===== src/logic/buf_pkg.sv =====
// shared sizes, flag thresholds and sample types for the dual channel buffer, compile before all RTL
package buf_pkg;

    // ******************************************************************
    // sizes
    // ******************************************************************

    localparam int NUM_CH  = 2;   // I and Q streams
    localparam int DEPTH_W = 4;   // 16 entries per queue
    localparam int DATA_W  = 16;  // one sample word

    // ******************************************************************
    // water level thresholds
    // ******************************************************************

    // almost_full once the level reaches this count
    localparam int ALMOST_FULL_NUM  = 14;
    // almost_empty while the level sits at or below this count
    localparam int ALMOST_EMPTY_NUM = 2;

    // ******************************************************************
    // types
    // ******************************************************************

    // channel tag, also the region select bit of the shared memory
    typedef enum logic
    {
        CH_I = 1'b0,    // in-phase
        CH_Q = 1'b1     // quadrature
    } chan_e;

    // one sample as stored and read back
    typedef logic [DATA_W-1:0] data_t;

    // offset inside one queue region
    typedef logic [DEPTH_W-1:0] addr_t;

    // fill count, one bit wider so a full queue reads 16
    typedef logic [DEPTH_W:0] level_t;

endpackage


===== src/logic/fifo_port_if.sv =====
// bundle between one queue controller, the shared memory and the read arbiter, one per channel
`timescale 1ns/1ps

interface fifo_port_if;

    import buf_pkg::*;

    // write side
    logic  wen;     // write strobe, full already masked out
    addr_t waddr;   // slot for the next stored sample

    // read side
    logic  ren;     // one-cycle grant from the arbiter
    addr_t raddr;   // head of the queue

    logic  empty;   // registered, from the next pointers

    // ******************************************************************
    // views
    // ******************************************************************

    // pointer controller owns both addresses and the empty flag
    modport ctrl
    (
        output wen, waddr, raddr, empty,
        input  ren
    );

    // memory only looks at strobes and addresses
    modport ram
    (
        input wen, waddr, ren, raddr
    );

    // arbiter watches empty, hands back the grant
    modport arb
    (
        input  empty,
        output ren
    );

endinterface


===== src/logic/dual_chan_buffer.sv =====
// top of the two channel FFT input buffer, connects both queue controllers, arbiter and memory
`timescale 1ns/1ps

module dual_chan_buffer (
    input  logic                        rclk,
    input  logic                        rrst,
    // write stream
    input  logic                        wr_en,
    input  buf_pkg::chan_e              wr_chan,
    input  buf_pkg::data_t              wr_data,
    // read stream
    input  logic                        out_hold,
    output logic                        out_valid,
    output buf_pkg::chan_e              out_chan,
    output buf_pkg::data_t              out_data,
    // status, bit 0 is I and bit 1 is Q
    output logic [buf_pkg::NUM_CH-1:0]  full,
    output logic [buf_pkg::NUM_CH-1:0]  almost_full,
    output logic [buf_pkg::NUM_CH-1:0]  empty,
    output logic [buf_pkg::NUM_CH-1:0]  almost_empty,
    output buf_pkg::level_t             level_i,
    output buf_pkg::level_t             level_q,
    output logic [buf_pkg::NUM_CH-1:0]  wr_drop
);

    import buf_pkg::*;

    // ******************************************************************
    // per-channel links
    // ******************************************************************

    fifo_port_if if_i ();
    fifo_port_if if_q ();

    assign empty = {if_q.empty, if_i.empty};

    fifo_ctrl #(.CH_ID(CH_I)) u_ctrl_i (
        .rclk         (rclk),
        .rrst         (rrst),
        .wr_en        (wr_en),
        .wr_chan      (wr_chan),
        .port         (if_i),
        .full         (full[0]),
        .almost_full  (almost_full[0]),
        .almost_empty (almost_empty[0]),
        .level        (level_i),
        .wr_drop      (wr_drop[0])
    );

    fifo_ctrl #(.CH_ID(CH_Q)) u_ctrl_q (
        .rclk         (rclk),
        .rrst         (rrst),
        .wr_en        (wr_en),
        .wr_chan      (wr_chan),
        .port         (if_q),
        .full         (full[1]),
        .almost_full  (almost_full[1]),
        .almost_empty (almost_empty[1]),
        .level        (level_q),
        .wr_drop      (wr_drop[1])
    );

    // ******************************************************************
    // shared read path
    // ******************************************************************

    read_arbiter u_arb (
        .rclk      (rclk),
        .rrst      (rrst),
        .port_i    (if_i),
        .port_q    (if_q),
        .out_hold  (out_hold),
        .out_valid (out_valid),
        .out_chan  (out_chan)
    );

    shared_ram u_ram (
        .rclk     (rclk),
        .port_i   (if_i),
        .port_q   (if_q),
        .wr_chan  (wr_chan),
        .wr_data  (wr_data),
        .out_data (out_data)
    );

endmodule


===== src/logic/fifo_ctrl.sv =====
// pointer controller for one queue, instantiated once per channel with CH_ID picking its writes
`timescale 1ns/1ps

module fifo_ctrl #(
    parameter buf_pkg::chan_e CH_ID = buf_pkg::CH_I
) (
    input  logic            rclk,
    input  logic            rrst,
    input  logic            wr_en,
    input  buf_pkg::chan_e  wr_chan,
    fifo_port_if.ctrl       port,
    output logic            full,
    output logic            almost_full,
    output logic            almost_empty,
    output buf_pkg::level_t level,
    output logic            wr_drop
);

    import buf_pkg::*;

    // ******************************************************************
    // write decode
    // ******************************************************************

    logic             wr_hit;   // strobe tagged for this queue
    logic [DEPTH_W:0] wptr;     // binary, top bit is the wrap flag
    logic [DEPTH_W:0] rptr;
    logic [DEPTH_W:0] wbnext;   // pointer after this edge
    logic [DEPTH_W:0] rbnext;

    assign wr_hit   = wr_en && (wr_chan == CH_ID);
    assign port.wen = wr_hit && !full;   // full queue swallows the write

    // ******************************************************************
    // next pointers
    // ******************************************************************

    // ren arrives only while empty is low, so no empty test here
    assign wbnext = wptr + {{DEPTH_W{1'b0}}, port.wen};
    assign rbnext = rptr + {{DEPTH_W{1'b0}}, port.ren};

    always_ff @(posedge rclk or posedge rrst)
    begin
        if (rrst)
        begin
            wptr <= '0;
            rptr <= '0;
        end
        else
        begin
            wptr <= wbnext;
            rptr <= rbnext;
        end
    end

    // memory addresses drop the wrap bit
    assign port.waddr = wptr[DEPTH_W-1:0];
    assign port.raddr = rptr[DEPTH_W-1:0];

    // ******************************************************************
    // registered flags and water level
    // ******************************************************************

    // all taken from the next pointers so they settle on the same edge
    always_ff @(posedge rclk or posedge rrst)
    begin
        if (rrst)
        begin
            full       <= 1'b0;
            port.empty <= 1'b1;   // nothing stored yet
            level      <= '0;
            wr_drop    <= 1'b0;
        end
        else
        begin
            // wrap bits differ, offsets equal
            full       <= (wbnext[DEPTH_W] != rbnext[DEPTH_W]) &&
                          (wbnext[DEPTH_W-1:0] == rbnext[DEPTH_W-1:0]);
            port.empty <= (wbnext == rbnext);
            level      <= wbnext - rbnext;     // modulo 32 gives 0..16
            wr_drop    <= wr_hit && full;      // one pulse per lost sample
        end
    end

    // almost flags straight off the registered level
    assign almost_full  = (level >= level_t'(ALMOST_FULL_NUM));
    assign almost_empty = (level <= level_t'(ALMOST_EMPTY_NUM));

    // ******************************************************************
    // checks
    // ******************************************************************

    // arbiter must never pull from a drained queue
    a_no_ren_empty : assert property
    (
        @(posedge rclk) disable iff (rrst)
        port.ren |-> !port.empty
    )
    else $error("ren raised on empty queue %0d", CH_ID);

    // pointer spacing stays within one queue depth
    a_level_max : assert property
    (
        @(posedge rclk) disable iff (rrst)
        level <= (level_t'(1) << DEPTH_W)
    )
    else $error("level %0d over depth on queue %0d", level, CH_ID);

endmodule


===== src/logic/read_arbiter.sv =====
// round-robin drain of the I and Q queues into one output stream, stalled by out_hold
`timescale 1ns/1ps

module read_arbiter (
    input  logic           rclk,
    input  logic           rrst,
    fifo_port_if.arb       port_i,
    fifo_port_if.arb       port_q,
    input  logic           out_hold,
    output logic           out_valid,
    output buf_pkg::chan_e out_chan
);

    import buf_pkg::*;

    logic  req_i;      // I has data and the sink accepts
    logic  req_q;
    logic  gnt_i;
    logic  gnt_q;
    chan_e last_gnt;   // channel served by the latest grant

    // ******************************************************************
    // grant
    // ******************************************************************

    assign req_i = !port_i.empty && !out_hold;
    assign req_q = !port_q.empty && !out_hold;

    always_comb
    begin
        gnt_i = 1'b0;
        gnt_q = 1'b0;
        if (req_i && req_q)
        begin
            // both waiting, serve the one skipped last time
            if (last_gnt == CH_I)
                gnt_q = 1'b1;
            else
                gnt_i = 1'b1;
        end
        else
        begin
            gnt_i = req_i;   // lone requester wins
            gnt_q = req_q;
        end
    end

    assign port_i.ren = gnt_i;
    assign port_q.ren = gnt_q;

    // ******************************************************************
    // output tracking, one cycle behind the grant
    // ******************************************************************

    always_ff @(posedge rclk or posedge rrst)
    begin
        if (rrst)
        begin
            last_gnt  <= CH_Q;   // so I goes first after reset
            out_valid <= 1'b0;
            out_chan  <= CH_I;
        end
        else
        begin
            out_valid <= gnt_i || gnt_q;   // memory read lands now
            if (gnt_i || gnt_q)
            begin
                last_gnt <= gnt_q ? CH_Q : CH_I;
                out_chan <= gnt_q ? CH_Q : CH_I;
            end
        end
    end

    // single shared read port, never two grants
    a_one_ren : assert property
    (
        @(posedge rclk) disable iff (rrst)
        $onehot0({port_i.ren, port_q.ren})
    )
    else $error("both queues granted in one cycle");

endmodule


===== src/logic/shared_ram.sv =====
// dual-port sample memory shared by both queues, the channel bit selects each queue's region
`timescale 1ns/1ps

module shared_ram (
    input  logic            rclk,
    fifo_port_if.ram        port_i,
    fifo_port_if.ram        port_q,
    input  buf_pkg::chan_e  wr_chan,
    input  buf_pkg::data_t  wr_data,
    output buf_pkg::data_t  out_data
);

    import buf_pkg::*;

    data_t mem [NUM_CH << DEPTH_W];   // 32 words, I low half, Q high half

    logic             we;
    logic             re;
    addr_t            wr_off;   // offset from the tagged controller
    logic [DEPTH_W:0] wa;       // {region, offset}
    logic [DEPTH_W:0] ra;

    // ******************************************************************
    // port muxing
    // ******************************************************************

    // at most one wen, the tag already picked the queue
    assign we     = port_i.wen || port_q.wen;
    assign wr_off = (wr_chan == CH_Q) ? port_q.waddr : port_i.waddr;
    assign wa     = {wr_chan, wr_off};

    // arbiter grants one ren at a time
    assign re = port_i.ren || port_q.ren;
    assign ra = port_q.ren ? {CH_Q, port_q.raddr} : {CH_I, port_i.raddr};

    // ******************************************************************
    // storage
    // ******************************************************************

    always_ff @(posedge rclk)
    begin
        if (we)
            mem[wa] <= wr_data;
        if (re)
            out_data <= mem[ra];   // registered read, one cycle latency
    end

endmodule


===== config.mk =====
export PLATFORM = sky130hd
export DESIGN_NAME = dual_chan_buffer
export DESIGN_NICKNAME = d
export VERILOG_FILES = /design/src/logic/buf_pkg.sv /design/src/logic/fifo_port_if.sv /design/src/logic/dual_chan_buffer.sv /design/src/logic/fifo_ctrl.sv /design/src/logic/read_arbiter.sv /design/src/logic/shared_ram.sv
export SDC_FILE = /design/constraint.sdc
export NUM_CORES = 1
export LEC_CHECK = 0
export ABC_AREA = 1
export BUFFER_PORTS_ARGS = -buffer_cell sky130_fd_sc_hd__buf_4
export CAP_MARGIN = 15
export CORE_ASPECT_RATIO = 0.75
export CORE_MARGIN = 5
export CORE_UTILIZATION = 55
export DETAILED_ROUTE_END_ITERATION = 8
export HOLD_SLACK_MARGIN = 0.05
export PLACE_DENSITY = 0.71
export RECOVER_POWER = 50
export SYNTH_ARGS = -nofsm -noshare
export SYNTH_HDL_FRONTEND = slang
export SYNTH_SLANG_ARGS = --single-unit

===== constraint.sdc =====
create_clock -name rclk -period 3.9 [get_ports rclk]
set_input_delay 0.39 -clock rclk [delete_from_list [all_inputs] [get_ports rclk]]
set_output_delay 0.39 -clock rclk [all_outputs]
set_load 0.02 [all_outputs]

* Word level (Yosys, flattened, before mapping)
Memory sizes are Yosys's and may differ from the RTL's. A register that Yosys moved wholly into a read port is not among the register bits. Cells that the tools add are included.
Storage, ports and cells: register bits 39, bits in writable memories 512, bits of input ports 21, output and inout port bits 38, logic and storage cells 60, memories 1
Memory list:
- u_ram.mem | words 32, width 16, rd ports 1, clocked after memory_dff 1, wr ports 1, RTL line shared_ram.sv:15 | data_t mem [NUM_CH << DEPTH_W];
Cells by class: add/subtract/negate cells 6, $lt $le $gt $ge 4, equality and inequality tests 6, mux-type cells 9, bitwise logic cells 1, reductions and logical operators 18
Operators by type and width (number):
- 5-bit by 1-bit adder with 5-bit output | 4
- 1-bit logical AND | 11
- 5-bit == test | 2
- 5-bit by 4-bit >= comparator with 1-bit output, second input constant | 2
- 5-bit by 2-bit less-or-equal comparator with 1-bit output, second input constant | 2
- 5-bit subtractor | 2
- 4-bit == test | 2
- 1-bit 2-to-1 mux | 7
- 1-bit logical NOT | 5
- 5-bit 2-to-1 mux | 1
- 4-bit 2-to-1 mux | 1
- 1-bit logical OR | 2
- 1-bit != test | 2
- 1-bit inverter | 1

* Longest topological paths before layout
word-level depth 7, gate-level depth with buffers 17, mapped depth without buffers 16

* By module
Synthesis repeated with hierarchy kept, for this count alone.
Second synthesis, totals: cells, all modules 2437, area total of the unflattened synthesis 25522.0 µm²
By module, submodules not included:
- shared_ram | instances 1, cells an instance 2223, area each 23425.0 µm², seq. area each 15855.2 µm²
- fifo_ctrl (u_ctrl_q) | instances 1, cells an instance 97, area each 978.4 µm², seq. area each 451.7 µm²
- fifo_ctrl (u_ctrl_i) | instances 1, cells an instance 96, area each 955.9 µm², seq. area each 451.7 µm²
- read_arbiter | instances 1, cells an instance 19, area each 147.6 µm², seq. area each 76.3 µm²
- dual_chan_buffer | instances 1, cells an instance 2, area each 15.0 µm², seq. area each 0.0 µm²

* Least setup slack after synthesis
No wires, ideal clock.
path kind register -> register, start reg u_ctrl_i.port.empty, end reg u_ctrl_q.level[4], setup time 0.116 ns, data arrival time 2.577 ns, data required time 3.784 ns, setup slack 1.206 ns, stages on the path, launching flop included 18, path buffers 1, clock period less this slack 2.694 ns, cells stage by stage dfstp_2 -> inv_1 -> nand2_1 -> nand2_4 -> inv_2 -> clkbuf_1 -> ha_1 -> ha_1 -> inv_1 -> nand2_1 -> inv_1 -> nor2_1 -> ha_1 -> nor2_1 -> nor2_1 -> o31a_1 -> nand2_1 -> nand2_1
On the way: cells in the longest elaborated chain, start to end 6
Ends and longest elaborated chain:
- from (decl) | RTL line fifo_port_if.sv:25 | output wen, waddr, raddr, empty,
- from (signal assigned) | RTL line fifo_ctrl.sv:79 | port.empty <= (wbnext == rbnext);
- 1-bit logical NOT | RTL line read_arbiter.sv:26 | assign req_i = !port_i.empty && !out_hold;
- 1-bit logical AND | RTL line read_arbiter.sv:26
- 1-bit logical AND | RTL line read_arbiter.sv:33 | if (req_i && req_q)
- 1-bit 2-to-1 mux | RTL line read_arbiter.sv:33
- via if_q.ren | RTL line fifo_port_if.sv:13 | logic ren;
- 5-bit by 1-bit adder with 5-bit output | RTL line fifo_ctrl.sv:40 | assign rbnext = rptr + {{DEPTH_W{1'b0}}, port.ren};
- via u_ctrl_q.rbnext[1] | RTL line fifo_ctrl.sv:29 | logic [DEPTH_W:0] rbnext;
- 5-bit subtractor | RTL line fifo_ctrl.sv:80 | level <= wbnext - rbnext;
- to (signal assigned) | RTL line fifo_ctrl.sv:80
- to (decl) | RTL line fifo_ctrl.sv:15 | output buf_pkg::level_t level,
The timed path passes the listed nets, and every way through them passes these cells. A chain may end at the register's enable or synchronous reset.

* Worst setup path after layout
start reg u_ctrl_q.port.empty, end reg u_ram.out_data[9], read port of u_ram.mem (data pin)
On the way: cells in the longest elaborated chain, start to end 5, elaborated cells on any way between the ends 7, those cells by class mux: 3; reduce/logical: 4
Ends and longest elaborated chain:
- from (decl) | RTL line fifo_port_if.sv:25
- from (signal assigned) | RTL line fifo_ctrl.sv:79
- 1-bit logical NOT (*) | RTL line read_arbiter.sv:27 | assign req_q = !port_q.empty && !out_hold;
- 1-bit logical AND (*) | RTL line read_arbiter.sv:27
- 1-bit logical AND | RTL line read_arbiter.sv:33
- 1-bit 2-to-1 mux | RTL line read_arbiter.sv:33
- 5-bit 2-to-1 mux or 1-bit logical OR (tied branches) | RTL line shared_ram.sv:34, shared_ram.sv:33
- to (decl) | RTL line shared_ram.sv:10 | output buf_pkg::data_t out_data
Every way passes the cells marked *; elsewhere a longest branch is shown, timed or not.

==> run metrics <==
Critical Path End Type=flip-flop; Vias=between 15000 and 20000; H-tree depth=2; ratio of cells with drive above 1 in the final layout=0.0806; # setup viols final=0; post-synthesis sequential area ratio=0.673; overall die height=around 190 µm; fin crit period=3.33 ns; Setup CP Type=reg -> reg; Fmax achieved=0.301 GHz; Yosys warning total=0; hold wc startpoint=wr_en; Slew @ Worst Pin=between 2 and 3 ns; CTS Buffer Depth=3; Fin. Hold Viols=0; Startpoint Class=flip-flop; Crit path required time=around 4.3 ns; vias in the first global route=roughly 16000; Final Power=around 23 mW; cts bufs inserted=53; First-pass DRT Iterations=6; Antenna Nets Post-Route=0; fin crit share=0.853; synth-to-layout area growth=11.5%; residual DRC count=0; Post-DP HPWL=about 36000 µm; initial antenna violation count=0; CTS Hold Bufs=1; fin. max-slew vios=approximately 600; RSZ-0062 raised after global routing=no; Starting Density=0.558; post-CTS setup repair buffer count=0; Clock Root Buffer=clkbuf_16; hold path cells=3; Post-Syn Nets=2427; PortBufs=between 50 and 60; most common cell after layout, fill and taps aside=edfxtp_1; failing checks=max-capacitance violations, max-slew violations; die width=256 µm; antenna diode count=0; largest net degree at the start of global routing=83; WL/cell=about 21 µm; setup_tns=0 ns; Max-cap violations=18; vias per cell=about 5.5; DRT iter0 DRCs=around 1800; Core Box Area=~0.045 mm²; Final Wtd Congestion=0.838; FF-to-FF setup slack=around 0.57 ns; status=finished with violations; grt ovf=0; Seq cells post-synth=~570; WL final=~63000 µm; synth unique cells=34; Mapped Area=~0.025 mm²; worst-case reg-to-reg path depth=12; TritonCTS clock tree=done; CP startpoint=u_ctrl_q.port.empty$_DFF_PP1_; power density cells=822 mW/mm²; ys flop type=edfxtp_1; worst hold path type=in -> reg; CTS clk-pin slew, worst paths=roughly 0.060 ns; clock sink total=567; Worst Setup Slack, final=~0.57 ns; IR Drop Worst-Case VDD=between 700 and 800 µV; Hold WS=slightly below 0.1 ns; data arrival time of the worst path=roughly 3.8 ns; Reg2Reg Launch Point=u_ctrl_q.port.empty$_DFF_PP1_; pre-CTS setup slack=~0.7 ns; die area=~0.050 mm²; Worst-Skew Late Latency=~0.6 ns; clk_skew=roughly 0.011 ns; RR Endpoint=u_ram.out_data[9]$_DFFE_PP_; syn avg cell area=10.4 µm²; first-pass GRT wire length=approximately 95000 µm; slew margin rel.=-0.780; EDFF count, synth=between 500 and 600; leakage power=around 12 nW; Synth Instances=around 2400; Worst Hold Path EP=u_ctrl_q.wr_drop$_DFF_PP0_; Crit Path Max Fanout=56; Total GRT Usage=0.248; ys async rst share=0.0688; row cnt=between 60 and 70; commonest non-fill, non-tap cells in the layout=528 x edfxtp_1, 516 x nand2_1, 513 x nand3_1, 490 x inv_1, 91 x buf_4; Post-CTS Resized=0; layout net count=around 2500; io pins=between 50 and 60
worst max-delay path, stage by stage, from the launching register on:
cell,delay (ns)
dfstp_1,0.39
nor2_1,0.37
nand2_4,0.32
inv_2,0.45
nand2_1,0.17
nand2_4,0.31
buf_12,0.33
nand3_1,0.12
nand3_1,0.08
nand3_1,0.23
nand2_1,0.17
nand2_1,0.07
nand2_1,0.12
power by group:
part,switching [mW],internal [mW],leakage [nW],total [mW]
clock,2.22,2.91,0.844,5.13
sequential,0.326,7.31,5.23,7.63
combinational,7.13,3.03,5.85,10.2
total,9.67,13.2,11.9,22.9
layout make-up:
type | count | area (µm²)
clock inverters | 33 | 295
fillers | 3477 | 17000
multi-input cells | 1210 | 5780
flip-flops and latches | 567 | 16800
clock buffers | 66 | 1420
well taps | 586 | 733
inverters | 492 | 1850
repair buffers | 125 | 983
flip-flops by register name (all words and copies together), names as in the netlist:
| register | flops |
|---|---|
| u_ctrl_q.full | 1 |
| u_arb.out_valid | 1 |
| u_ram.out_data | 16 |
| u_ctrl_i.wr_drop | 1 |
| u_ctrl_i.full | 1 |
| u_ctrl_q.wr_drop | 1 |
| u_ram.mem | 512 |
| u_arb.out_chan | 1 |
| u_arb.last_gnt | 1 |
| u_ctrl_q.rptr | 5 |
| u_ctrl_i.level | 5 |
| u_ctrl_q.wptr | 5 |
| u_ctrl_i.rptr | 5 |
| u_ctrl_i.wptr | 5 |
| u_ctrl_i.port.empty | 1 |
| u_ctrl_q.port.empty | 1 |
| u_ctrl_q.level | 5 |
Yosys cell counts (3+ instances only):
library cell / instances / share of area
clkbuf_1: 35 / 0.0053
buf_2: 65 / 0.013
xnor2_1: 7 / 0.0025
dfstp_2: 3 / 0.0032
nand3_1: 513 / 0.10
a21oi_1: 4 / 0.00080
buf_4: 16 / 0.0048
nand3b_1: 64 / 0.019
inv_1: 490 / 0.074
nand2_1: 517 / 0.078
nor2_1: 51 / 0.0077
buf_1: 9 / 0.0014
nand2_2: 3 / 0.00075
or2_2: 4 / 0.0010
edfxtp_1: 528 / 0.63
o21ai_0: 6 / 0.0012
ha_1: 12 / 0.0060
xor2_1: 10 / 0.0035
dfrtp_1: 36 / 0.036
per-layer routing:
metal	vias to the layer above	part of all wire	track usage
met5	-	0	0
met4	0	0.022	0.0575
met3	106	0.11	0.0514
met2	880	0.44	0.374
met1	8074	0.43	0.376
li1	7914	-	-
cell families after synthesis:
family                   Yosys count  share of synthesized area
flip-flops                       567                      0.673
buffers and inverters            617                     0.0982
AO/OA/AOI/OAI                     21                    0.00535
adder cells (fa/ha/maj)           12                    0.00600
AND/OR/NAND/NOR                 1160                      0.211
XOR/XNOR                          17                    0.00595
through the flow:
step | area [µm²] | cells | util
CTS | 28000 | 3079 | 0.624
global placement | 26300 | 2979 | 0.586
detailed placement | 26300 | 2979 | 0.586
global route | 27900 | 3079 | 0.622
finish | 27900 | 3079 | 0.622
floorplan | 25000 | 2394 | -
worst max-delay path by stage:
stage                             endpoint  slack (ns)
6_report       u_ram.out_data[9]$_DFFE_PP_        0.57
5_1_grt        u_ram.out_data[9]$_DFFE_PP_        0.41
4_1_cts        u_ram.out_data[9]$_DFFE_PP_        0.66
3_5_place_dp   u_ram.out_data[9]$_DFFE_PP_        0.69
3_3_place_gp   u_ctrl_q.level[4]$_DFF_PP0_        0.73
2_1_floorplan  u_ctrl_q.level[4]$_DFF_PP0_        1.21
(Power assumes the default switching activity.)
